### config.mk
export PLATFORM = sky130hd
export DESIGN_NAME = icache_refill
export DESIGN_NICKNAME = d
export VERILOG_FILES = /design/src/icache_pkg.sv /design/src/icache_refill.sv
export SDC_FILE = /design/constraint.sdc
export NUM_CORES = 1
export LEC_CHECK = 0
export BUFFER_PORTS_ARGS = -buffer_cell sky130_fd_sc_hd__buf_2
export CELL_PAD_IN_SITES_DETAIL_PLACEMENT = 1
export CELL_PAD_IN_SITES_GLOBAL_PLACEMENT = 1
export CORE_MARGIN = 2
export CORE_UTILIZATION = 30
export CTS_CLUSTER_SIZE = 16
export DETAILED_ROUTE_END_ITERATION = 7
export GPL_TIMING_DRIVEN = 0
export PLACE_DENSITY_LB_ADDON = 0.15
export SYNTH_ARGS = -nofsm -noshare
export SYNTH_HDL_FRONTEND = slang
export SYNTH_SLANG_ARGS = --single-unit
### constraint.sdc
create_clock -name clk -period 1.75 [get_ports clk]
set_input_delay 0.2625 -clock clk [delete_from_list [all_inputs] [get_ports clk]]
set_output_delay 0.2625 -clock clk [all_outputs]
set_load 0.05 [all_outputs]
### src/icache_pkg.sv
`default_nettype none

package icache_pkg;

    // geometry
    localparam int ADDR_W   = 64;
    localparam int INST_W   = 32;
    localparam int LINE_W   = 64;
    localparam int NUM_SETS = 64;
    localparam int INDEX_W  = 6;
    localparam int TAG_W    = 23;
    localparam int AGE_W    = 3;

    // peripheral window, no bursts allowed here
    localparam logic [ADDR_W-1:0] PERIPH_BASE  = 64'h1000_0000;
    localparam logic [ADDR_W-1:0] PERIPH_LIMIT = 64'h1000_0FFF;

    // lookup controller states
    localparam logic [2:0] ST_IDLE    = 3'd0;
    localparam logic [2:0] ST_LOOKUP  = 3'd1;
    localparam logic [2:0] ST_COMPARE = 3'd2;
    localparam logic [2:0] ST_HIT     = 3'd3;
    localparam logic [2:0] ST_REFILL  = 3'd4;

    // refill sequencer states
    localparam logic [2:0] RF_IDLE   = 3'd0;
    localparam logic [2:0] RF_REQ    = 3'd1;
    localparam logic [2:0] RF_REQ_HI = 3'd2;
    localparam logic [2:0] RF_REQ_LO = 3'd3;
    localparam logic [2:0] RF_WRITE  = 3'd4;
    localparam logic [2:0] RF_DONE   = 3'd5;

    // fetch address, seen whole or split into cache fields
    typedef union packed {
        logic [ADDR_W-1:0] raw;
        struct packed {
            logic [31:0]        upper;
            logic [TAG_W-1:0]   tag;
            logic [INDEX_W-1:0] index;
            logic               word_sel;
            logic [1:0]         byte_off;
        } fields;
    } fetch_addr_u;

endpackage

`default_nettype wire

### src/icache_refill.sv
`timescale 1ns/1ps
`default_nettype none

module icache_refill (
    input  wire                           clk,
    input  wire                           rst_n_i,
    input  wire icache_pkg::fetch_addr_u  fetch_addr_i,
    input  wire                           refill_start_i,
    input  wire                           victim_way_i,
    output logic                          mem_req_o,
    output logic [icache_pkg::ADDR_W-1:0] mem_addr_o,
    input  wire [icache_pkg::LINE_W-1:0]  mem_rdata_i,
    input  wire                           mem_valid_i,
    output logic                          fill_we_o,
    output logic                          fill_way_o,
    output logic [icache_pkg::LINE_W-1:0] fill_line_o,
    output logic                          refill_done_o
);
    import icache_pkg::*;

    logic [2:0]        state_q;
    logic [2:0]        state_d;
    logic              is_periph;
    logic              way_q;
    logic [INST_W-1:0] upper_q;
    logic [LINE_W-1:0] line_q;

    assign is_periph = (fetch_addr_i.raw >= PERIPH_BASE) &&
                       (fetch_addr_i.raw <= PERIPH_LIMIT);

    always_comb begin
        state_d = state_q;
        case (state_q)
            RF_IDLE: begin
                if (refill_start_i) begin
                    state_d = is_periph ? RF_REQ_HI : RF_REQ;
                end
            end
            RF_REQ: begin
                if (mem_valid_i) begin
                    state_d = RF_WRITE;
                end
            end
            // upper word of the pair goes out first
            RF_REQ_HI: begin
                if (mem_valid_i) begin
                    state_d = RF_REQ_LO;
                end
            end
            RF_REQ_LO: begin
                if (mem_valid_i) begin
                    state_d = RF_WRITE;
                end
            end
            RF_WRITE: state_d = RF_DONE;
            default:  state_d = RF_IDLE;
        endcase
    end

    always_ff @(posedge clk) begin
        if (!rst_n_i) begin
            state_q <= RF_IDLE;
        end else begin
            state_q <= state_d;
        end
    end

    // beat capture and victim latch
    always_ff @(posedge clk) begin
        if (state_q == RF_IDLE && refill_start_i) begin
            way_q <= victim_way_i;
        end
        if (state_q == RF_REQ && mem_valid_i) begin
            line_q <= mem_rdata_i;
        end
        if (state_q == RF_REQ_HI && mem_valid_i) begin
            upper_q <= mem_rdata_i[INST_W-1:0];
        end
        if (state_q == RF_REQ_LO && mem_valid_i) begin
            line_q <= {upper_q, mem_rdata_i[INST_W-1:0]};
        end
    end

    // request level drops with the answering beat
    assign mem_req_o = ((state_q == RF_REQ) || (state_q == RF_REQ_HI) ||
                        (state_q == RF_REQ_LO)) && !mem_valid_i;

    assign mem_addr_o = (state_q == RF_REQ_HI) ? {fetch_addr_i.raw[ADDR_W-1:3], 3'b100}
                                               : {fetch_addr_i.raw[ADDR_W-1:3], 3'b000};

    assign fill_we_o     = (state_q == RF_WRITE);
    assign fill_way_o    = way_q;
    assign fill_line_o   = line_q;
    assign refill_done_o = (state_q == RF_DONE);

endmodule

`default_nettype wire

==> reports/results.ini <==
[synthesis]
ys_seq_area_share_pct=69.5
synth-simple-area-share_pct=5.00
ys_warn_count=0
synth_top_family_by_area=buffers and inverters
synthMuxAreaShare_pct=11.3
yosysUniqueCellTypes=29
synth_compound_area_share_pct=1.08
synthAdderAreaFrac_pct=0
mappedNetlistArea_mm2=0.00428
synth_seq_cells=100
yosys.area_share.xor_xnor_pct=0
synth.avg_cell_area_um2=17.7
syn_inst=242

[detailed_routing]
wire_per_inst_um=16.6
drc=0
dr_total_vias=2917
wl_met3_um=942
wirelength_um=11500
met1_length_um=4230
ant_nets=0
vias_per_cell=4.22
drt_iter0_markers=124
wl_met2_um=6250
firstDrtPassIters=4
routed.top_layer=met4

[cts]
cts_buffer_depth=2
clock-root-buffer=clkbuf_16
cts_tree=yes
clk_latency_ps=340
cts_buffers=9
htreeDepth=3
cts.hold.buffers_added=0
clkTransAtPathRegs_ps=70
clkSinkCount=100

[timing]
drv_slew=0
finalHoldViolCount=0
fin_skew_ps=6.82
period_share_pct=93.1
fmax_ghz=0.614
rsz0062_at_grt=no
post-route-min-period_ps=1630
setup_viol=0

[placed_design]
gp_congestion=0.787
port_buffers=250
dp_hpwl_um=8690

[finish]
multi_input_area_um2=793
layout_common_cells=buf_2, edfxtp_1, buf_4, mux2_4, nor4_1
fillCellCount=1497
regArea_mm2=0.00298
final_util_pct=44.2
nNetsFinal=640
area_delta_synth_final_pct=43.4
diodes=0
layout-drive-gt1-share_pct=73.8
final_common_cell=buf_2

[global_routing]
antenna_found_initial=0
globalRoute.totalOverflow=0
grt_use_total_pct=14.6
grt_pass1_wl_um=16100
grt_max_degree=34
grt_pass1_vias=3032

[die]
die_area_mm2=0.0152
core-area_mm2=0.0139
initial_core_util_pct=30.8
die_h_um=123
num_io_pins=265
rows=43
die_x_um=123

[critical_path]
critPathKind=register to primary output
arrival_ps=1370
required_ps=1490
start_kind=register
cp-end-kind=primary output
r2r_start=state_q[2]
setup.worst_path.start=state_q[1]
cp_max_fo=9

[power]
ir_drop_uv=425
leakage_nw=2.78
total_power_mw=6.32
p_per_area_mw_per_mm2=1030

[min_path]
holdCritStartpoint=victim_way_i
hp-class=primary input to register

[run]
cap_viol_max_count=0

[outcome]
status=finished clean

flip-flops by register name, summed over array words and instances (netlist names):
register     flops
state_q          3
fill_way_o       1
fill_line_o     64
upper_q         32
timing repair:
action / 4_1_cts / 5_1_grt
resized for setup: 1 / 2
gates cloned: 2 / 0
endpoints found under the setup margin: 32 / 33
pin swaps: 1 / 0
setup buffers: 1 / 0
endpoints found under the hold margin: 0 / 0
synthesized netlist by cell type:
cell type  instances  share of area (%)
nor2_1             3               0.26
nor4_2             1               0.29
nand3b_1           1               0.18
nor4b_2            1               0.35
mux2_4            30                 11
conb_1             1              0.088
nand3_1            1               0.12
a22o_1             1               0.20
nor3_1             3               0.35
and2_1             1               0.15
o21a_1             1               0.18
o31ai_1            1               0.18
clkbuf_8           1               0.32
o211ai_1           1               0.18
inv_2              1              0.088
and3_4             1               0.26
buf_4             64                 11
nand2_8            1               0.47
mux2i_1            1               0.23
dfxtp_1            3                1.4
mux2_2             2               0.53
nand2_1            4               0.35
buf_12             3                1.4
nand4_1            2               0.29
nor3b_1            1               0.18
edfxtp_1          97                 68
nor4_1            12                1.8
o21ai_0            2               0.23
a21oi_1            1               0.12
worst max-delay path, cell delays in order (launching register included):
cell and delay, ps:
dfxtp_1 320, clkbuf_8 180, nor3b_4 200, buf_2 330
through the flow:
step / area, um2 / TNS, ps / hold slack [ps] / setup slack, ps / instances
final: 6130 / 0 / 92.4 / 121 / 692
after global routing: 6130 / 0 / 82.4 / 56.7 / 692
after CTS: 6120 / 0 / 78.5 / 32.2 / 692
after detailed placement: 5780 / -16300 / 441 / -532 / 673
after global placement: 5780 / -15620 / 441 / -513 / 673
after floorplan: 4310 / -6360 / 361 / -177 / 243
where the power goes:
| part | internal [mW] | switching [mW] |
|---|---|---|
| logic | 0.397 | 0.995 |
| registers | 2.79 | 0.0397 |
| clock network | 1.26 | 0.843 |
| total | 4.44 | 1.88 |
final timing paths:
check / slack, ps / end / cells after the start
max: 120 / mem_addr_o[2] / 3
min: 90 / fill_way_o / 1
max reg2reg: 180 / fill_line_o[60] / 5
min reg2reg: 550 / fill_line_o[44] / 1
metal layers:
layer	up-vias	GRT usage, %
li1	1385	-
met5	-	0
met3	7	4.66
met1	1368	16.4
met2	157	26.8
met4	0	3.62
kinds of logic after synthesis:
family	after synthesis
compound gates	7
buf+inv	69
flops	100
mux	33
other cells	1
simple gates	32
area by class of cell:
type                    count  share of cell area, %
plain buffers              68                   9.10
flip-flops and latches    100                   48.5
repair buffers            251                   20.6
clock inverters             6                   1.43
multi-input cells          76                   12.9
inverters                   1                 0.0612
clock buffers              10                   3.73
well taps                 180                   3.67
(Power assumes the default switching activity.)
