==> config.mk <==
export PLATFORM = sky130hd
export DESIGN_NAME = icache_replace
export DESIGN_NICKNAME = d
export VERILOG_FILES = /design/src/icache_pkg.sv /design/src/icache_replace.sv
export SDC_FILE = /design/constraint.sdc
export NUM_CORES = 1
export LEC_CHECK = 0
export BUFFER_PORTS_ARGS = -buffer_cell sky130_fd_sc_hd__buf_4
export CELL_PAD_IN_SITES_DETAIL_PLACEMENT = 1
export CELL_PAD_IN_SITES_GLOBAL_PLACEMENT = 1
export CORE_ASPECT_RATIO = 1.75
export CORE_MARGIN = 5
export CORE_UTILIZATION = 50
export CTS_BUF_LIST = sky130_fd_sc_hd__clkbuf_2
export CTS_CLUSTER_SIZE = 20
export DETAILED_ROUTE_END_ITERATION = 7
export GPL_TIMING_DRIVEN = 1
export PLACE_DENSITY_LB_ADDON = 0.1
export SLEW_MARGIN = 20
export SYNTH_ARGS = -nofsm -noshare
export SYNTH_HDL_FRONTEND = slang
export SYNTH_SLANG_ARGS = --single-unit
==> constraint.sdc <==
create_clock -name clk -period 4 [get_ports clk]
set_input_delay 0.6 -clock clk [delete_from_list [all_inputs] [get_ports clk]]
set_output_delay 0.6 -clock clk [all_outputs]
set_load 0.01 [all_outputs]
==> src/icache_pkg.sv <==
`default_nettype none

package icache_pkg;

    // geometry
    localparam int ADDR_W   = 64;
    localparam int INST_W   = 32;
    localparam int LINE_W   = 64;
    localparam int NUM_SETS = 64;
    localparam int INDEX_W  = 6;
    localparam int TAG_W    = 23;
    localparam int AGE_W    = 3;

    // peripheral window, no bursts allowed here
    localparam logic [ADDR_W-1:0] PERIPH_BASE  = 64'h1000_0000;
    localparam logic [ADDR_W-1:0] PERIPH_LIMIT = 64'h1000_0FFF;

    // lookup controller states
    localparam logic [2:0] ST_IDLE    = 3'd0;
    localparam logic [2:0] ST_LOOKUP  = 3'd1;
    localparam logic [2:0] ST_COMPARE = 3'd2;
    localparam logic [2:0] ST_HIT     = 3'd3;
    localparam logic [2:0] ST_REFILL  = 3'd4;

    // refill sequencer states
    localparam logic [2:0] RF_IDLE   = 3'd0;
    localparam logic [2:0] RF_REQ    = 3'd1;
    localparam logic [2:0] RF_REQ_HI = 3'd2;
    localparam logic [2:0] RF_REQ_LO = 3'd3;
    localparam logic [2:0] RF_WRITE  = 3'd4;
    localparam logic [2:0] RF_DONE   = 3'd5;

    // fetch address, seen whole or split into cache fields
    typedef union packed {
        logic [ADDR_W-1:0] raw;
        struct packed {
            logic [31:0]        upper;
            logic [TAG_W-1:0]   tag;
            logic [INDEX_W-1:0] index;
            logic               word_sel;
            logic [1:0]         byte_off;
        } fields;
    } fetch_addr_u;

endpackage

`default_nettype wire

==> src/icache_replace.sv <==
`timescale 1ns/1ps
`default_nettype none

module icache_replace (
    input  wire                          clk,
    input  wire                          rst_n_i,
    input  wire icache_pkg::fetch_addr_u fetch_addr_i,
    input  wire                          valid0_i,
    input  wire                          valid1_i,
    input  wire                          touch_i,
    input  wire                          touch_way_i,
    input  wire                          fill_we_i,
    input  wire                          fill_way_i,
    output logic                         victim_way_o
);
    import icache_pkg::*;

    logic [AGE_W-1:0]   age0_q [NUM_SETS];
    logic [AGE_W-1:0]   age1_q [NUM_SETS];
    logic [INDEX_W-1:0] idx;

    assign idx = fetch_addr_i.fields.index;

    // saturating step
    function automatic logic [AGE_W-1:0] age_inc(input logic [AGE_W-1:0] age);
        return (age == '1) ? age : age + 1'b1;
    endfunction

    always_ff @(posedge clk) begin
        if (!rst_n_i) begin
            for (int s = 0; s < NUM_SETS; s++) begin
                age0_q[s] <= '0;
                age1_q[s] <= '0;
            end
        end else if (touch_i) begin
            // everything ages, then the used way is renewed
            for (int s = 0; s < NUM_SETS; s++) begin
                age0_q[s] <= age_inc(age0_q[s]);
                age1_q[s] <= age_inc(age1_q[s]);
            end
            if (touch_way_i) begin
                age1_q[idx] <= '0;
            end else begin
                age0_q[idx] <= '0;
            end
        end else if (fill_we_i) begin
            if (fill_way_i) begin
                age1_q[idx] <= '0;
            end else begin
                age0_q[idx] <= '0;
            end
        end
    end

    // empty ways first, then the older one, ties go to way 0
    always_comb begin
        if (!valid0_i) begin
            victim_way_o = 1'b0;
        end else if (!valid1_i) begin
            victim_way_o = 1'b1;
        end else if (age0_q[idx] >= age1_q[idx]) begin
            victim_way_o = 1'b0;
        end else begin
            victim_way_o = 1'b1;
        end
    end

endmodule

`default_nettype wire

==> metrics.cfg <==
[run_status]
run_status = finished, violations left
violations = setup timing

[timing]
max_clock_freq_mhz = 230
slew_headroom = 0.334
setup_violations = 1
final_max_slew_viol_count = 0
holdWs_ps = 217
rsz0062_at_grt = yes
post-route-period-util = 1.09
tightest_slew_ps = 999
skew_ps = 59.3
setup_ws_ps = -349
finalHoldViolCount = 0
finalCriticalPeriod_ps = 4350
fin_tns_setup_ps = -349

[pwr]
switching_share = 0.327
combPwrFrac = 0.182
ir_drop_mv = 0.238
p_sw_mw = 2.83
p_leak_nw = 11.1
p_per_area_nw_per_um2 = 368
p_clk_frac = 0.310
power_frac_seq = 0.508
internal-power_mw = 5.84

[worst_setup_path]
crit_cells = 12
slowest_stage = mux4_2
arrival_ps = 3750
slowest_delay_ps = 470
worstSetupEndpointType = output port
crit_family = multiplexers
worstPathRequired_ps = 3400
ff2ff_setup_slack_ps = 2320
r2r-end = age0_q[2][2]
path_buf_inv = 1
critPathLaunchType = register
r2r_start = age0_q[2][0]
path_cells = mux4_2 > mux2_4 > a22o_4 > a211oi_2 > and4_1 > ha_1 > nand2b_4 > a21oi_2 > nor2b_2 > o21ai_1 > and2_1 > buf_6
r2r_cells = 7
crit_fanout = 3
path_class = register to output port

[routing]
vias = 17700
first_pass_iters = 5
via_per_inst = 6.00
drt_wl_total_microns = 69000
post_drt_wl_per_cell_microns = 23.5
drt_iter0_drc = 904
postRouteAntennaNets = 0
drc = 0

[placement]
gp_congestion = 0.873
portBuffers = 14
hpwl_microns = 50200
dp_cells = 2771
pre_cts_ws_ps = -368

[run]
maxCapViolCount = 0

[floorplan]
rows = 99
initial_core_util = 0.506
die_h_microns = 282
die_x_microns = 165
dieArea_sq_um = 46600
core_area_sq_um = 41700
io_pins = 73

[clocking]
clkTransAtPathRegs_ps = 120
cts_buffer_depth = 3
cts_tree = done
clockRootBuffer = clkbuf_2
h-tree-depth = 3
ctsHoldBuffers = 0
cts_buffers = 95
worst_skew_pair.late_latency_ps = 1020
clock_sinks = 384

[logic_synthesis]
syn_inst = 2164
synth_ff_type = dfxtp_1
synth_nets = 2495
postSynthAreaPerCell_sq_um = 9.75
synth_cell_types = 57
async_flop_share = 0
synth.cell_area_sq_um = 21100
yosys_warnings = 0
synth_edf_count = 0
ys_seq_area_frac = 0.364
ys_ff_latch = 384

[hold_path]
hold_end = age0_q[38][0]
hold_depth = 3
min_from = rst_n_i
min_path_type = input pin to register

[grt]
grt_pass1_wl_microns = 107000
grt_use_total = 0.298
grt_max_degree = 86
antenna_found_initial = 5
grt_overflow = 0
grt_pass1_vias = 19400

[finish]
seq_area_sq_um = 7700
layout-drive-gt1-share = 0.160
final_nets = 2647
multi_input_area_sq_um = 13000
post-route-util = 0.565
fillers = 4840
instances_no_fill = 2941
area_growth_pct = 11.7

## per-stage QoR
stage                     instance area (sq um)  power (mW)
after floorplan                           21100        5.44
after global placement                    22700        5.92
after detailed placement                  22700        6.05
after CTS                                 23500        8.76
after global routing                      23600        9.16
final                                     23600        8.68
## power groups by stage
| stage | registers, mW | clock network, mW | logic [mW] |
|---|---|---|---|
| 2_1_floorplan | 4.38 | 0 | 1.06 |
| 4_1_cts | 4.41 | 2.78 | 1.58 |
| 3_3_place_gp | 4.48 | 0 | 1.44 |
| 6_report | 4.41 | 2.69 | 1.58 |
| 5_1_grt | 4.44 | 2.98 | 1.74 |
| 3_5_place_dp | 4.50 | 0 | 1.55 |
## repair_timing
action	4_1_cts	5_1_grt
resized for setup	17	5
endpoints found under the hold margin	0	0
gates cloned	0	0
pin swaps	6	6
setup endpoints to repair	1	1
setup buffers	2	1
## area by class of cell
cell class                      instances  area share
Inverter                                6    0.000955
Clock buffer                          144      0.0306
Antenna cell                            4    0.000425
Tap cell                              555      0.0295
Sequential cell                       384       0.327
Multi-Input combinational cell       1678       0.551
Clock inverter                         19     0.00425
Timing Repair Buffer                  151      0.0567
## cells in the mapped netlist, types with 3 or more instances
library cell  count  area (sq um)
mux2_2           27           304
nand3b_1         18           135
a221o_1           3          30.0
a221oi_1         85           744
and4_1            3          26.3
o22ai_1          23           144
o21ai_0         137           686
a22oi_1          27           203
o41ai_1           3          26.3
buf_4             5          37.5
nor3b_1           5          37.5
inv_1             3          11.3
clkbuf_1         61           229
ha_1            259          3240
a21oi_1          23           115
nand2b_1          5          31.3
and3_1            4          25.0
o221ai_1          4          35.0
o211ai_1          4          30.0
and2_1            5          31.3
buf_6             7          78.8
mux2i_1         270          2700
nand2_1          43           161
nand3_1          10          50.1
nor2b_1         136           851
a22o_1            3          26.3
mux4_2           15           338
dfxtp_1         384          7690
xnor2_1         128          1120
buf_2            20           100
nor2_1          400          1500
or3b_2            9          78.8
## logic make-up (layout without fill, tap and decap cells)
kind of cell             after synthesis  count (layout)  synth area share
AO/OA/AOI/OAI                        334             334             0.106
adder cells (fa/ha/maj)              259             259             0.154
other                                  0               4                 0
flip-flops                           384             384             0.364
multiplexers                         312             312             0.158
XOR/XNOR                             128             128            0.0531
AND/OR/NAND/NOR                      645             645             0.141
buffers and inverters                102             320            0.0232
## routing by layer
| layer | GRT usage | up-vias | wire length [microns] |
|---|---|---|---|
| met5 | 0 | - | 0 |
| met4 | 0.166 | 0 | 4210 |
| met3 | 0.0453 | 229 | 3410 |
| met2 | 0.556 | 514 | 36500 |
| met1 | 0.314 | 8767 | 24900 |
| li1 | - | 8142 | - |
## flip-flops by register name, summed over array words and instances, names as in the netlist
register,cells
age0_q,192
age1_q,192
## worst max path at each step
stage                    start            to  slack, ps
4_1_cts           age0_q[2][0]  victim_way_o       -500
3_5_place_dp   fetch_addr_i[3]  victim_way_o       -370
6_report         age0_q[43][0]  victim_way_o       -350
2_1_floorplan  fetch_addr_i[3]  victim_way_o        490
3_3_place_gp   fetch_addr_i[3]  victim_way_o       -380
5_1_grt           age0_q[2][0]  victim_way_o       -480
## cell usage in the layout, fill, tap and decap left out, types with 18 or more instances in the layout
master	n
xnor2_1	128
a22oi_1	26
o22ai_1	23
ha_1	259
dfxtp_1	375
mux2_2	25
a221oi_1	84
a21oi_1	21
nand3b_1	18
nand2_1	43
clkbuf_2	144
mux2i_1	270
o21ai_0	136
nor2b_1	131
nor2_1	398
buf_4	134
## worst min-delay path, cell delays in order
cell	delay [ps]
buf_4	280
o21ai_0	230
nor2_1	70
No activity file was read; power rests on OpenSTA's default activity.
