<file path="config.mk">
export PLATFORM = sky130hd
export DESIGN_NAME = icache_ctrl
export DESIGN_NICKNAME = d
export VERILOG_FILES = /design/src/icache_pkg.sv /design/src/icache_ctrl.sv
export SDC_FILE = /design/constraint.sdc
export NUM_CORES = 1
export LEC_CHECK = 0
export CAP_MARGIN = 20
export CELL_PAD_IN_SITES_DETAIL_PLACEMENT = 0
export CELL_PAD_IN_SITES_GLOBAL_PLACEMENT = 1
export CORE_AREA = 2 2 108 110
export DETAILED_ROUTE_END_ITERATION = 10
export DIE_AREA = 0 0 110 112
export DONT_BUFFER_PORTS = 1
export HOLD_SLACK_MARGIN = 0.08
export PLACE_DENSITY = 0.45
export SYNTH_ARGS = -nofsm -noshare
export SYNTH_HDL_FRONTEND = slang
export SYNTH_SLANG_ARGS = --single-unit
</file>
<file path="constraint.sdc">
create_clock -name clk -period 1.3 [get_ports clk]
set_input_delay 0.065 -clock clk [delete_from_list [all_inputs] [get_ports clk]]
set_output_delay 0.065 -clock clk [all_outputs]
set_load 0.05 [all_outputs]
</file>
<file path="src/icache_pkg.sv">
`default_nettype none

package icache_pkg;

    // geometry
    localparam int ADDR_W   = 64;
    localparam int INST_W   = 32;
    localparam int LINE_W   = 64;
    localparam int NUM_SETS = 64;
    localparam int INDEX_W  = 6;
    localparam int TAG_W    = 23;
    localparam int AGE_W    = 3;

    // peripheral window, no bursts allowed here
    localparam logic [ADDR_W-1:0] PERIPH_BASE  = 64'h1000_0000;
    localparam logic [ADDR_W-1:0] PERIPH_LIMIT = 64'h1000_0FFF;

    // lookup controller states
    localparam logic [2:0] ST_IDLE    = 3'd0;
    localparam logic [2:0] ST_LOOKUP  = 3'd1;
    localparam logic [2:0] ST_COMPARE = 3'd2;
    localparam logic [2:0] ST_HIT     = 3'd3;
    localparam logic [2:0] ST_REFILL  = 3'd4;

    // refill sequencer states
    localparam logic [2:0] RF_IDLE   = 3'd0;
    localparam logic [2:0] RF_REQ    = 3'd1;
    localparam logic [2:0] RF_REQ_HI = 3'd2;
    localparam logic [2:0] RF_REQ_LO = 3'd3;
    localparam logic [2:0] RF_WRITE  = 3'd4;
    localparam logic [2:0] RF_DONE   = 3'd5;

    // fetch address, seen whole or split into cache fields
    typedef union packed {
        logic [ADDR_W-1:0] raw;
        struct packed {
            logic [31:0]        upper;
            logic [TAG_W-1:0]   tag;
            logic [INDEX_W-1:0] index;
            logic               word_sel;
            logic [1:0]         byte_off;
        } fields;
    } fetch_addr_u;

endpackage

`default_nettype wire

</file>
<file path="src/icache_ctrl.sv">
`timescale 1ns/1ps
`default_nettype none

module icache_ctrl (
    input  wire                           clk,
    input  wire                           rst_n_i,
    input  wire icache_pkg::fetch_addr_u  fetch_addr_i,
    input  wire                           fetch_req_i,
    input  wire                           core_stall_i,
    input  wire [icache_pkg::TAG_W-1:0]   tag0_i,
    input  wire [icache_pkg::TAG_W-1:0]   tag1_i,
    input  wire                           valid0_i,
    input  wire                           valid1_i,
    input  wire [icache_pkg::LINE_W-1:0]  line0_i,
    input  wire [icache_pkg::LINE_W-1:0]  line1_i,
    input  wire                           refill_done_i,
    output logic                          refill_start_o,
    output logic                          touch_o,
    output logic                          touch_way_o,
    output logic [icache_pkg::INST_W-1:0] fetch_data_o,
    output logic                          fetch_valid_o
);
    import icache_pkg::*;

    logic [2:0]        state_q;
    logic [2:0]        state_d;
    logic              hit0;
    logic              hit1;
    logic              hit_way_q;
    logic [LINE_W-1:0] hit_line;

    // tag compare on the registered read
    assign hit0 = valid0_i && (tag0_i == fetch_addr_i.fields.tag);
    assign hit1 = valid1_i && (tag1_i == fetch_addr_i.fields.tag);

    always_comb begin
        state_d = state_q;
        case (state_q)
            ST_IDLE: begin
                if (fetch_req_i) begin
                    state_d = ST_LOOKUP;
                end
            end
            // arrays read at the index during this cycle
            ST_LOOKUP: state_d = ST_COMPARE;
            ST_COMPARE: begin
                if (hit0 || hit1) begin
                    state_d = ST_HIT;
                end else begin
                    state_d = ST_REFILL;
                end
            end
            ST_HIT: begin
                if (!core_stall_i) begin
                    state_d = ST_IDLE;
                end
            end
            ST_REFILL: begin
                // look again, the line is now present
                if (refill_done_i) begin
                    state_d = ST_LOOKUP;
                end
            end
            default: state_d = ST_IDLE;
        endcase
    end

    always_ff @(posedge clk) begin
        if (!rst_n_i) begin
            state_q <= ST_IDLE;
        end else begin
            state_q <= state_d;
        end
    end

    // remember the hitting way for delivery
    always_ff @(posedge clk) begin
        if (state_q == ST_COMPARE) begin
            hit_way_q <= !hit0;
        end
    end

    assign refill_start_o = (state_q == ST_COMPARE) && !hit0 && !hit1;

    assign hit_line     = hit_way_q ? line1_i : line0_i;
    assign fetch_data_o = fetch_addr_i.fields.word_sel ? hit_line[LINE_W-1:INST_W]
                                                       : hit_line[INST_W-1:0];

    // a stalled core keeps the word waiting in hit
    assign fetch_valid_o = (state_q == ST_HIT) && !core_stall_i;
    assign touch_o       = fetch_valid_o;
    assign touch_way_o   = hit_way_q;

endmodule

`default_nettype wire

</file>
==> flow_metrics.env <==
export IMPL_setup_slack_ps=-338.0
export IMPL_r2r_end="state_q[0]"
export IMPL_min_from="core_stall_i"
export IMPL_die_w_um=110
export IMPL_seq_area_frac_synth_pct=5.835
export IMPL_port_buffers=0
export IMPL_finalWeightedCongestion=0.6835
export IMPL_vdd_drop_max_mv=0.4867
export IMPL_synth_cell_types=30
export IMPL_finalSetupViolCount=32
export IMPL_cp_start_kind="register"
export IMPL_crit_fanout=9
export IMPL_synth_seq_cells=4
export IMPL_grt_max_degree=33
export IMPL_die_y_um=112
export IMPL_async_flop_share_pct=0
export IMPL_rr_worst_depth=4
export IMPL_p_leak_nw=0.6566
export IMPL_clk_pin_slew_ps=30
export IMPL_reg2reg_from="state_q[2]"
export IMPL_vias=1397
export IMPL_tightest_slew_ps=390.2
export IMPL_holdPathEnd="state_q[0]"
export IMPL_crit_arrival_ps=1570
export IMPL_fin_tns_setup_ps=-10210
export IMPL_htree_num_levels=1
export IMPL_syn_avg_cell_area_um2=11.35
export IMPL_synth_most_common_cell="mux4_2"
export IMPL_crit_chain="buf_6, buf_12, mux4_2"
export IMPL_worstSetupPathType="reg -> out"
export IMPL_finalCritPeriodShare_pct=126.0
export IMPL_fillCellCount=1198
export IMPL_drt_iter0_markers=93
export IMPL_syn_instance_count=136
export IMPL_powerDensity_mw_per_mm2=698.0
export IMPL_drive_above_1_share_pct=47.68
export IMPL_violations="setup timing"
export IMPL_hold_violations=0
export IMPL_area_sequential_um2=91.34
export IMPL_final_cells=294
export IMPL_grt_pass1_wl_um=9039
export IMPL_rrSetupSlack_ps=130
export IMPL_whs_ps=113.5
export IMPL_min_path_type="in -> reg"
export IMPL_synth_top_flop_cell="dfxtp_1"
export IMPL_final_setup_skew_ps=2.844
export IMPL_numCtsBuffers=3
export IMPL_num_io_pins=281
export IMPL_multi_input_area_mm2=0.001546
export IMPL_fp_row_count=39
export IMPL_ant_nets=0
export IMPL_route_detailed_drc=0
export IMPL_dieArea_mm2=0.01232
export IMPL_synth_area_leaders="mux4_2 (47%), xnor2_1 (16%), xor2_1 (10%)"
export IMPL_area_delta_synth_final_pct=39.30
export IMPL_firstDrtPassIters=4
export IMPL_synth_top_area_cell="mux4_2"
export IMPL_drv_cap=0
export IMPL_outcome="finished with violations"
export IMPL_setup_worst_path_end_class="output pin"
export IMPL_drv_slew=0
export IMPL_start_util_pct=13.82
export IMPL_hpwl_um=6366
export IMPL_tritoncts="built"
export IMPL_cts_root_buf="clkbuf_16"
export IMPL_slew_headroom_pct=73.90
export IMPL_design_core_area_mm2=0.01117
export IMPL_holdPathStages=2
export IMPL_clock_latency_ps=230
export IMPL_syn_nets=381
export IMPL_cp_required_ps=1240
export IMPL_period_needed_ps=1638
export IMPL_grtUsageTotal_pct=10.32
export IMPL_grt_pass1_vias=1450
export IMPL_cpPeakStageDelay_ps=680
export IMPL_antenna_found_initial=0
export IMPL_yosys_warnings=0
export IMPL_wl_per_cell_um=24.66
export IMPL_final_nets=397
export IMPL_clock_sinks=4
export IMPL_yosys_top_cells_count="mux4_2 (32), xnor2_1 (28), xor2_1 (18), nand4_1 (8), nor4_1 (8)"
export IMPL_vias_per_cell=4.752
export IMPL_grt_setup_unrepaired="yes"
export IMPL_dp_cells=282
export IMPL_pre_cts_ws_ps=-157.4
export IMPL_yosysTopAreaCellShare_pct=46.68
export IMPL_synth_edf_count=1
export IMPL_timing_fmax_mhz=610.5
export IMPL_synth_area_mm2=0.001544
export IMPL_routed_wl_um=7251
export IMPL_slowest_stage="mux4_2"
export IMPL_num_antenna_cells=0
export IMPL_grt_overflow_total=0
export IMPL_clockBufferDepth=2
[kinds of logic after synthesis]
| family | Yosys count | synth area share (%) |
|---|---|---|
| muxes | 33 | 47.33 |
| and+or+nand+nor | 36 | 14.51 |
| buffers and inverters | 11 | 3.242 |
| xor gates and xnor gates | 46 | 26.09 |
| DFF | 4 | 5.835 |
| AOI/OAI and AO/OA | 6 | 2.999 |
[power breakdown]
group | switching [mW] | total (mW) | internal [mW]
sequential | 0.00755 | 0.142 | 0.135
combinational | 0.529 | 0.857 | 0.328
clock | 0.0963 | 0.502 | 0.406
[registers in the layout (all words and copies together), names as in the netlist]
signal       count
state_q          3
touch_way_o      1
[worst max-delay path: cells and delay by family (launching register included)]
| family | cells | cell delay [ps] |
|---|---|---|
| mux | 1 | 680 |
| flops | 1 | 330 |
| buf+inv | 2 | 320 |
[cell type report]
cell class / count / share of cell area, %
Clock buffer: 4 / 3.665
Tap cell: 143 / 8.319
Inverter: 3 / 0.5236
Multi-Input combinational cell: 121 / 71.90
Timing Repair Buffer: 19 / 11.34
Sequential cell: 4 / 4.247
[placed cells by master (no fill, tap or decap)]
cell,n
clkbuf_16,4
a32o_1,1
xnor2_1,19
buf_12,3
dfxtp_2,1
nand4_1,8
buf_16,2
xnor2_2,8
o22ai_1,1
nor4bb_4,1
a22oi_2,1
nand2_1,3
nor4_1,8
xnor2_4,1
dfxtp_1,2
mux4_2,32
xor2_2,3
xor2_1,15
a41oi_1,1
or3b_1,1
nor2b_1,1
nand3_1,3
clkbuf_1,1
nor3_1,3
nor2_1,3
edfxtp_1,1
and4_2,1
and2_4,1
dlygate4sd3_1,1
mux2i_1,1
nor4_4,2
o21ai_0,1
buf_6,1
inv_1,3
or3_1,1
buf_4,11
a311oi_1,1
[worst max path at each step]
stage,startpoint,end,depth (start not counted)
5_1_grt,touch_way_o,fetch_data_o[7],3
2_1_floorplan,touch_way_o,fetch_data_o[10],3
3_5_place_dp,fetch_addr_i[11],refill_start_o,6
6_report,touch_way_o,fetch_data_o[7],3
3_3_place_gp,fetch_addr_i[11],refill_start_o,6
4_1_cts,touch_way_o,fetch_data_o[14],3
[routing by layer]
metal  part of all wire, %  vias to the layer above  track usage, %
li1                      -                      586               -
met1                    32                      665           10.60
met2                    57                      143           21.39
met3                    10                        3           1.756
met4                  0.30                        0           1.266
met5                     0                        -               0
[per-stage QoR]
stage               area (um^2)  utilization, %  power (mW)
global route               2151           19.25       1.565
detailed placement         1819           16.28      0.9460
floorplan                  1610               -      0.8696
CTS                        2029           18.16       1.487
global placement           1819           16.28      0.9494
finish                     2151           19.25       1.501
[timing repair]
item / CTS / global route
cloned: 2 / 1
setup buffers: 2 / 2
endpoints found under the setup margin: 35 / 36
gates resized for setup: 10 / 12
hold endpoints to repair: 3 / 0
pin swaps: 9 / 11
hold buffers: 1 / 0
(Power assumes the default switching activity.)
