$ cat src/icache_pkg.sv
`default_nettype none

package icache_pkg;

    // geometry
    localparam int ADDR_W   = 64;
    localparam int INST_W   = 32;
    localparam int LINE_W   = 64;
    localparam int NUM_SETS = 64;
    localparam int INDEX_W  = 6;
    localparam int TAG_W    = 23;
    localparam int AGE_W    = 3;

    // peripheral window, no bursts allowed here
    localparam logic [ADDR_W-1:0] PERIPH_BASE  = 64'h1000_0000;
    localparam logic [ADDR_W-1:0] PERIPH_LIMIT = 64'h1000_0FFF;

    // lookup controller states
    localparam logic [2:0] ST_IDLE    = 3'd0;
    localparam logic [2:0] ST_LOOKUP  = 3'd1;
    localparam logic [2:0] ST_COMPARE = 3'd2;
    localparam logic [2:0] ST_HIT     = 3'd3;
    localparam logic [2:0] ST_REFILL  = 3'd4;

    // refill sequencer states
    localparam logic [2:0] RF_IDLE   = 3'd0;
    localparam logic [2:0] RF_REQ    = 3'd1;
    localparam logic [2:0] RF_REQ_HI = 3'd2;
    localparam logic [2:0] RF_REQ_LO = 3'd3;
    localparam logic [2:0] RF_WRITE  = 3'd4;
    localparam logic [2:0] RF_DONE   = 3'd5;

    // fetch address, seen whole or split into cache fields
    typedef union packed {
        logic [ADDR_W-1:0] raw;
        struct packed {
            logic [31:0]        upper;
            logic [TAG_W-1:0]   tag;
            logic [INDEX_W-1:0] index;
            logic               word_sel;
            logic [1:0]         byte_off;
        } fields;
    } fetch_addr_u;

endpackage

`default_nettype wire

$ cat src/icache_tag_store.sv
`timescale 1ns/1ps
`default_nettype none

module icache_tag_store (
    input  wire                          clk,
    input  wire                          rst_n_i,
    input  wire icache_pkg::fetch_addr_u fetch_addr_i,
    input  wire                          fill_we_i,
    input  wire                          fill_way_i,
    input  wire                          fence_i,
    output logic [icache_pkg::TAG_W-1:0] tag0_o,
    output logic [icache_pkg::TAG_W-1:0] tag1_o,
    output logic                         valid0_o,
    output logic                         valid1_o
);
    import icache_pkg::*;

    logic [TAG_W-1:0]    tag0_mem [NUM_SETS];
    logic [TAG_W-1:0]    tag1_mem [NUM_SETS];
    logic [NUM_SETS-1:0] valid0_q;
    logic [NUM_SETS-1:0] valid1_q;
    // extra bit marks the end of the sweep
    logic [INDEX_W:0]    sweep_q;
    logic [INDEX_W-1:0]  idx;

    assign idx = fetch_addr_i.fields.index;

    // valid bits and fence sweep, fence wins over a fill
    always_ff @(posedge clk) begin
        if (!rst_n_i) begin
            valid0_q <= '0;
            valid1_q <= '0;
            sweep_q  <= '0;
        end else if (fence_i) begin
            if (!sweep_q[INDEX_W]) begin
                valid0_q[sweep_q[INDEX_W-1:0]] <= 1'b0;
                valid1_q[sweep_q[INDEX_W-1:0]] <= 1'b0;
                sweep_q <= sweep_q + 1'b1;
            end
        end else begin
            sweep_q <= '0;
            if (fill_we_i) begin
                if (fill_way_i) begin
                    valid1_q[idx] <= 1'b1;
                end else begin
                    valid0_q[idx] <= 1'b1;
                end
            end
        end
    end

    // tag arrays
    always_ff @(posedge clk) begin
        if (fill_we_i && !fence_i) begin
            if (fill_way_i) begin
                tag1_mem[idx] <= fetch_addr_i.fields.tag;
            end else begin
                tag0_mem[idx] <= fetch_addr_i.fields.tag;
            end
        end
        tag0_o <= tag0_mem[idx];
        tag1_o <= tag1_mem[idx];
    end

    // registered valid read
    always_ff @(posedge clk) begin
        if (!rst_n_i) begin
            valid0_o <= 1'b0;
            valid1_o <= 1'b0;
        end else begin
            valid0_o <= valid0_q[idx];
            valid1_o <= valid1_q[idx];
        end
    end

endmodule

`default_nettype wire

$ cat config.mk
export PLATFORM = sky130hd
export DESIGN_NAME = icache_tag_store
export DESIGN_NICKNAME = d
export VERILOG_FILES = /design/src/icache_pkg.sv /design/src/icache_tag_store.sv
export SDC_FILE = /design/constraint.sdc
export NUM_CORES = 2
export LEC_CHECK = 0
export ABC_AREA = 1
export BUFFER_PORTS_ARGS = -buffer_cell sky130_fd_sc_hd__buf_2
export CAP_MARGIN = 20
export CORE_MARGIN = 4
export CORE_UTILIZATION = 55
export CTS_CLUSTER_DIAMETER = 80
export CTS_CLUSTER_SIZE = 8
export DETAILED_ROUTE_END_ITERATION = 12
export PLACE_DENSITY_LB_ADDON = 0.12
export SETUP_SLACK_MARGIN = 0.05
export SYNTH_ARGS = -nofsm -noshare
export SYNTH_HDL_FRONTEND = slang
export SYNTH_SLANG_ARGS = --single-unit
export TNS_END_PERCENT = 10
$ cat constraint.sdc
create_clock -name clk -period 3.17 [get_ports clk]
set_clock_uncertainty 0.1 [all_clocks]
set_input_delay 0.1585 -clock clk [delete_from_list [all_inputs] [get_ports clk]]
set_output_delay 0.1585 -clock clk [all_outputs]
set_load 0.005 [all_outputs]
==> flow_summary_export.csv <==
group,metric,value,unit
status,status,"finished, final reports clean",
critical_path,slowest_delay,0.85,ns
critical_path,worstPathArrival,3.26,ns
synthesis,yosysTopAreaCellShare,69.4,%
detailed_routing,drc_errors,0,
synthesis,ys_warn_count,0,
power,ir_worst_vdd,0.443,mV
critical_path,worstSetupPathDepth,9,
die,die_area,239000,um2
timing,max_freq,360,MHz
global_route,grt_pass1_vias,83000,
synthesis,synthMuxAreaShare,0,%
synthesis,synth_top_family_by_area,"simple AND/OR/NAND/NOR gates",
critical_path,crit_required,3.65,ns
timing,setup_tns,0,ns
clock_tree,clk_pin_slew_worst_paths,0.05,ns
die,core.rowCount,176,
die,die_width,489,um
clock_tree,cts_setup_buffers,0,
placed_design,gp_congestion,0.951,
global_route,grt_pass1_wl,553000,um
timing,worst-slew-pin-transition,1.12,ns
critical_path,cp-endpoint,"tag0_mem[43][1]",
timing,finalSetupViolations,0,
critical_path,rr_worst_depth,5,
detailed_routing,avgRoutedWirePerCell,25.1,um
clock_tree,ctsHoldBuffers,39,
critical_path,crit_family,"buffers and inverters",
global_route,grt_max_degree,181,
finish,drive_above_1_share,8.92,%
timing,max-slew-margin-rel,25.2,%
critical_path,ff2ff_setup_slack,0.91,ns
critical_path,crit_fanout,23,
detailed_routing,viasPerCell,5.85,
synthesis,synth_seq_area_share,72.3,%
detailed_routing,ant_nets,0,
flow_run,cap_violations,0,
power,leakage,54.5,nW
placed_design,dp_hpwl,217000,um
clock_tree,cts.sinks,3127,
critical_path,crit_path_top_delay_cell,"dlygate4sd3_1",
synthesis,synth.avg_cell_area,10.9,um2
critical_path,startpoint,"fetch_addr_i[7]",
global_route,gr-total-overflow,0,
synthesis,synthCells,11700,
synthesis,synth_area_leaders,"edfxtp_1 (69%), nand2_1 (15%), a21oi_1 (4.0%), dfxtp_1 (2.9%), o21ai_0 (2.0%)",
clock_tree,cts.root.buffer_cell,"clkbuf_16",
finish,final_cell_area,146000,um2
critical_path,crit_type,"input port to flip-flop",
finish,areaGrowthSynthToFinish,14.3,%
timing,rsz0062_at_grt,"false",
critical_path,crit_path_end_kind,"flip-flop",
detailed_routing,postRouteWirelength,383000,um
clock_tree,clock_path_buffers,4,
detailed_routing,first_pass_iters,6,
die,start_util,55.3,%
global_route,grt_usage,31.5,%
synthesis,syn_nets,11800,
placed_design,port_buffers,81,
clock_tree,cts-buffers-inserted,441,
global_route,antenna_found_initial,38,
synthesis,synth-adder-area-share,0.00982,%
die,core-area,230000,um2
synthesis,synthXorXnorAreaFrac,0,%
synthesis,synth-simple-area-share,18.3,%
synthesis,ys_ff_latch,3127,
die,die_h,489,um
power,power,0.0926,W
timing,finalCriticalPeriod,2.78,ns
timing,final_hold_viol_count,0,
clock_tree,cts_tree,"yes",
synthesis,netlist.top_cell.by_area,"edfxtp_1",
finish,nFillCells,17700,
critical_path,cp_num_buf_inv,6,
clock_tree,clk_latency,1.02,ns
detailed_routing,num_vias,89000,
synthesis,synthesis.area,127000,um2
clock_tree,htree_num_levels,5,
timing,maxSlewViolCount,0,
synthesis,synth-compound-area-share,6.29,%
critical_path,path_cells,"dlygate4sd3_1, buf_2, inv_1, nand3_1, dlygate4sd3_1, nor2_1, inv_1, nor2_2, buf_4",
critical_path,r2r_end,"valid1_q[63]",
critical_path,start_kind,"input port",
detailed_routing,drt_iter0_drc,12000,
timing,fin_crit_sh,87.6,%
die,ios,117,
finish,nNetsFinal,12000,
power,powerDensity,635,nW/um2
critical_path,reg2reg_from,"sweep_q[2]",
synthesis,synth_cell_types,32,
placed_design,placed_area,133000,um2
clock_tree,cts_resized,0,
hold_path,hp-class,"input port to flip-flop",
worst reg2reg max path, delay by kind of cell (launching register included):
| kind | cells | cell delay, ns |
|---|---|---|
| AO/OA/AOI/OAI | 1 | 0.38 |
| AND/OR/NAND/NOR | 4 | 1.17 |
| flip-flops | 1 | 0.51 |
kinds of logic (layout without fill, tap and decap cells):
family / after synthesis / in the layout
buf+inv: 916 / 1411
flops: 3127 / 3127
other cells: 0 / 12
compound gates: 1587 / 1587
simple gates: 6060 / 6060
fa+ha+maj: 1 / 1
state kept, by name, summed over array words and instances (netlist names):
name      cells
tag0_mem   1472
valid0_o      1
tag0_o       23
tag1_mem   1472
sweep_q       7
valid0_q     64
valid1_o      1
valid1_q     64
tag1_o       23
layer usage:
metal / up-vias / GRT usage, % / wire length [um]
met4: 2 / 10.4 / 12300
met2: 5036 / 46.7 / 168000
met3: 696 / 6.44 / 44000
li1: 40100 / - / -
met1: 43200 / 47.0 / 158000
met5: - / 0 / 13
cell type report:
type	instances	area [um2]	share of cell area [%]
well taps	3026	3790	2.60
diodes	12	30.0	0.0206
clock inverters	11	133	0.0910
inverters	245	952	0.654
flip-flops and latches	3127	92100	63.2
repair buffers	482	4910	3.37
multi-input cells	7648	31800	21.8
clock buffers	673	12000	8.26
cells in the mapped netlist, drive strengths merged:
cell type,count
nor2,569
a21oi,1028
edfxtp,2944
buf,433
o21ai,529
or2,16
o22ai,2
inv,243
nor3,59
clkbuf,238
nand4,30
a2111oi,1
clkinv,2
o31ai,2
ha,1
a211oi,19
nand2,5096
o211ai,6
dfxtp,183
nand3,290
per-stage QoR:
stage | util (%) | setup slack, ns | hold slack [ns] | cells
floorplan | - | 0.550 | 0.157 | 11700
global placement | 57.8 | 0.315 | 0.280 | 14500
detailed placement | 57.8 | 0.322 | 0.280 | 14500
CTS | 63.2 | 0.549 | 0.0642 | 15200
global route | 63.2 | 0.427 | 0.106 | 15200
finish | 63.2 | 0.392 | 0.128 | 15200
cell usage in the layout, fill, tap and decap left out, types with 9 or more instances in the layout:
cell type,n
nand4_1,30
buf_2,55
diode_2,12
nor2_2,128
buf_12,105
nand2_1,5086
o21ai_0,499
nand2_2,9
nor2_1,435
inv_2,16
inv_1,223
nor3_1,59
nand3_1,284
clkbuf_16,447
dfxtp_1,183
o21ai_1,30
a211oi_1,19
or2_2,16
buf_4,280
a21oi_1,1028
edfxtp_1,2944
clkbuf_1,226
dlygate4sd3_1,39
how the worst min path moves through the flow:
stage / end / start / depth (start not counted)
after floorplan: tag0_mem[0][0] / fetch_addr_i[9] / 0
after global placement: tag0_mem[46][0] / fetch_addr_i[9] / 1
after detailed placement: tag0_mem[46][0] / fetch_addr_i[9] / 1
after CTS: tag1_mem[13][20] / fetch_addr_i[29] / 2
after global routing: tag0_mem[40][12] / fetch_addr_i[21] / 2
final: tag1_mem[13][20] / fetch_addr_i[29] / 2
report_power, final:
| group | leakage (nW) | internal (W) | total, W | switching, W |
|---|---|---|---|---|
| registers | 27.9 | 0.0454 | 0.0456 | 0.000203 |
| logic | 20.7 | 0.00121 | 0.00499 | 0.00378 |
| clock network | 5.84 | 0.0256 | 0.0420 | 0.0164 |
| total | 54.5 | 0.0722 | 0.0926 | 0.0204 |
(Power assumes the default switching activity.)
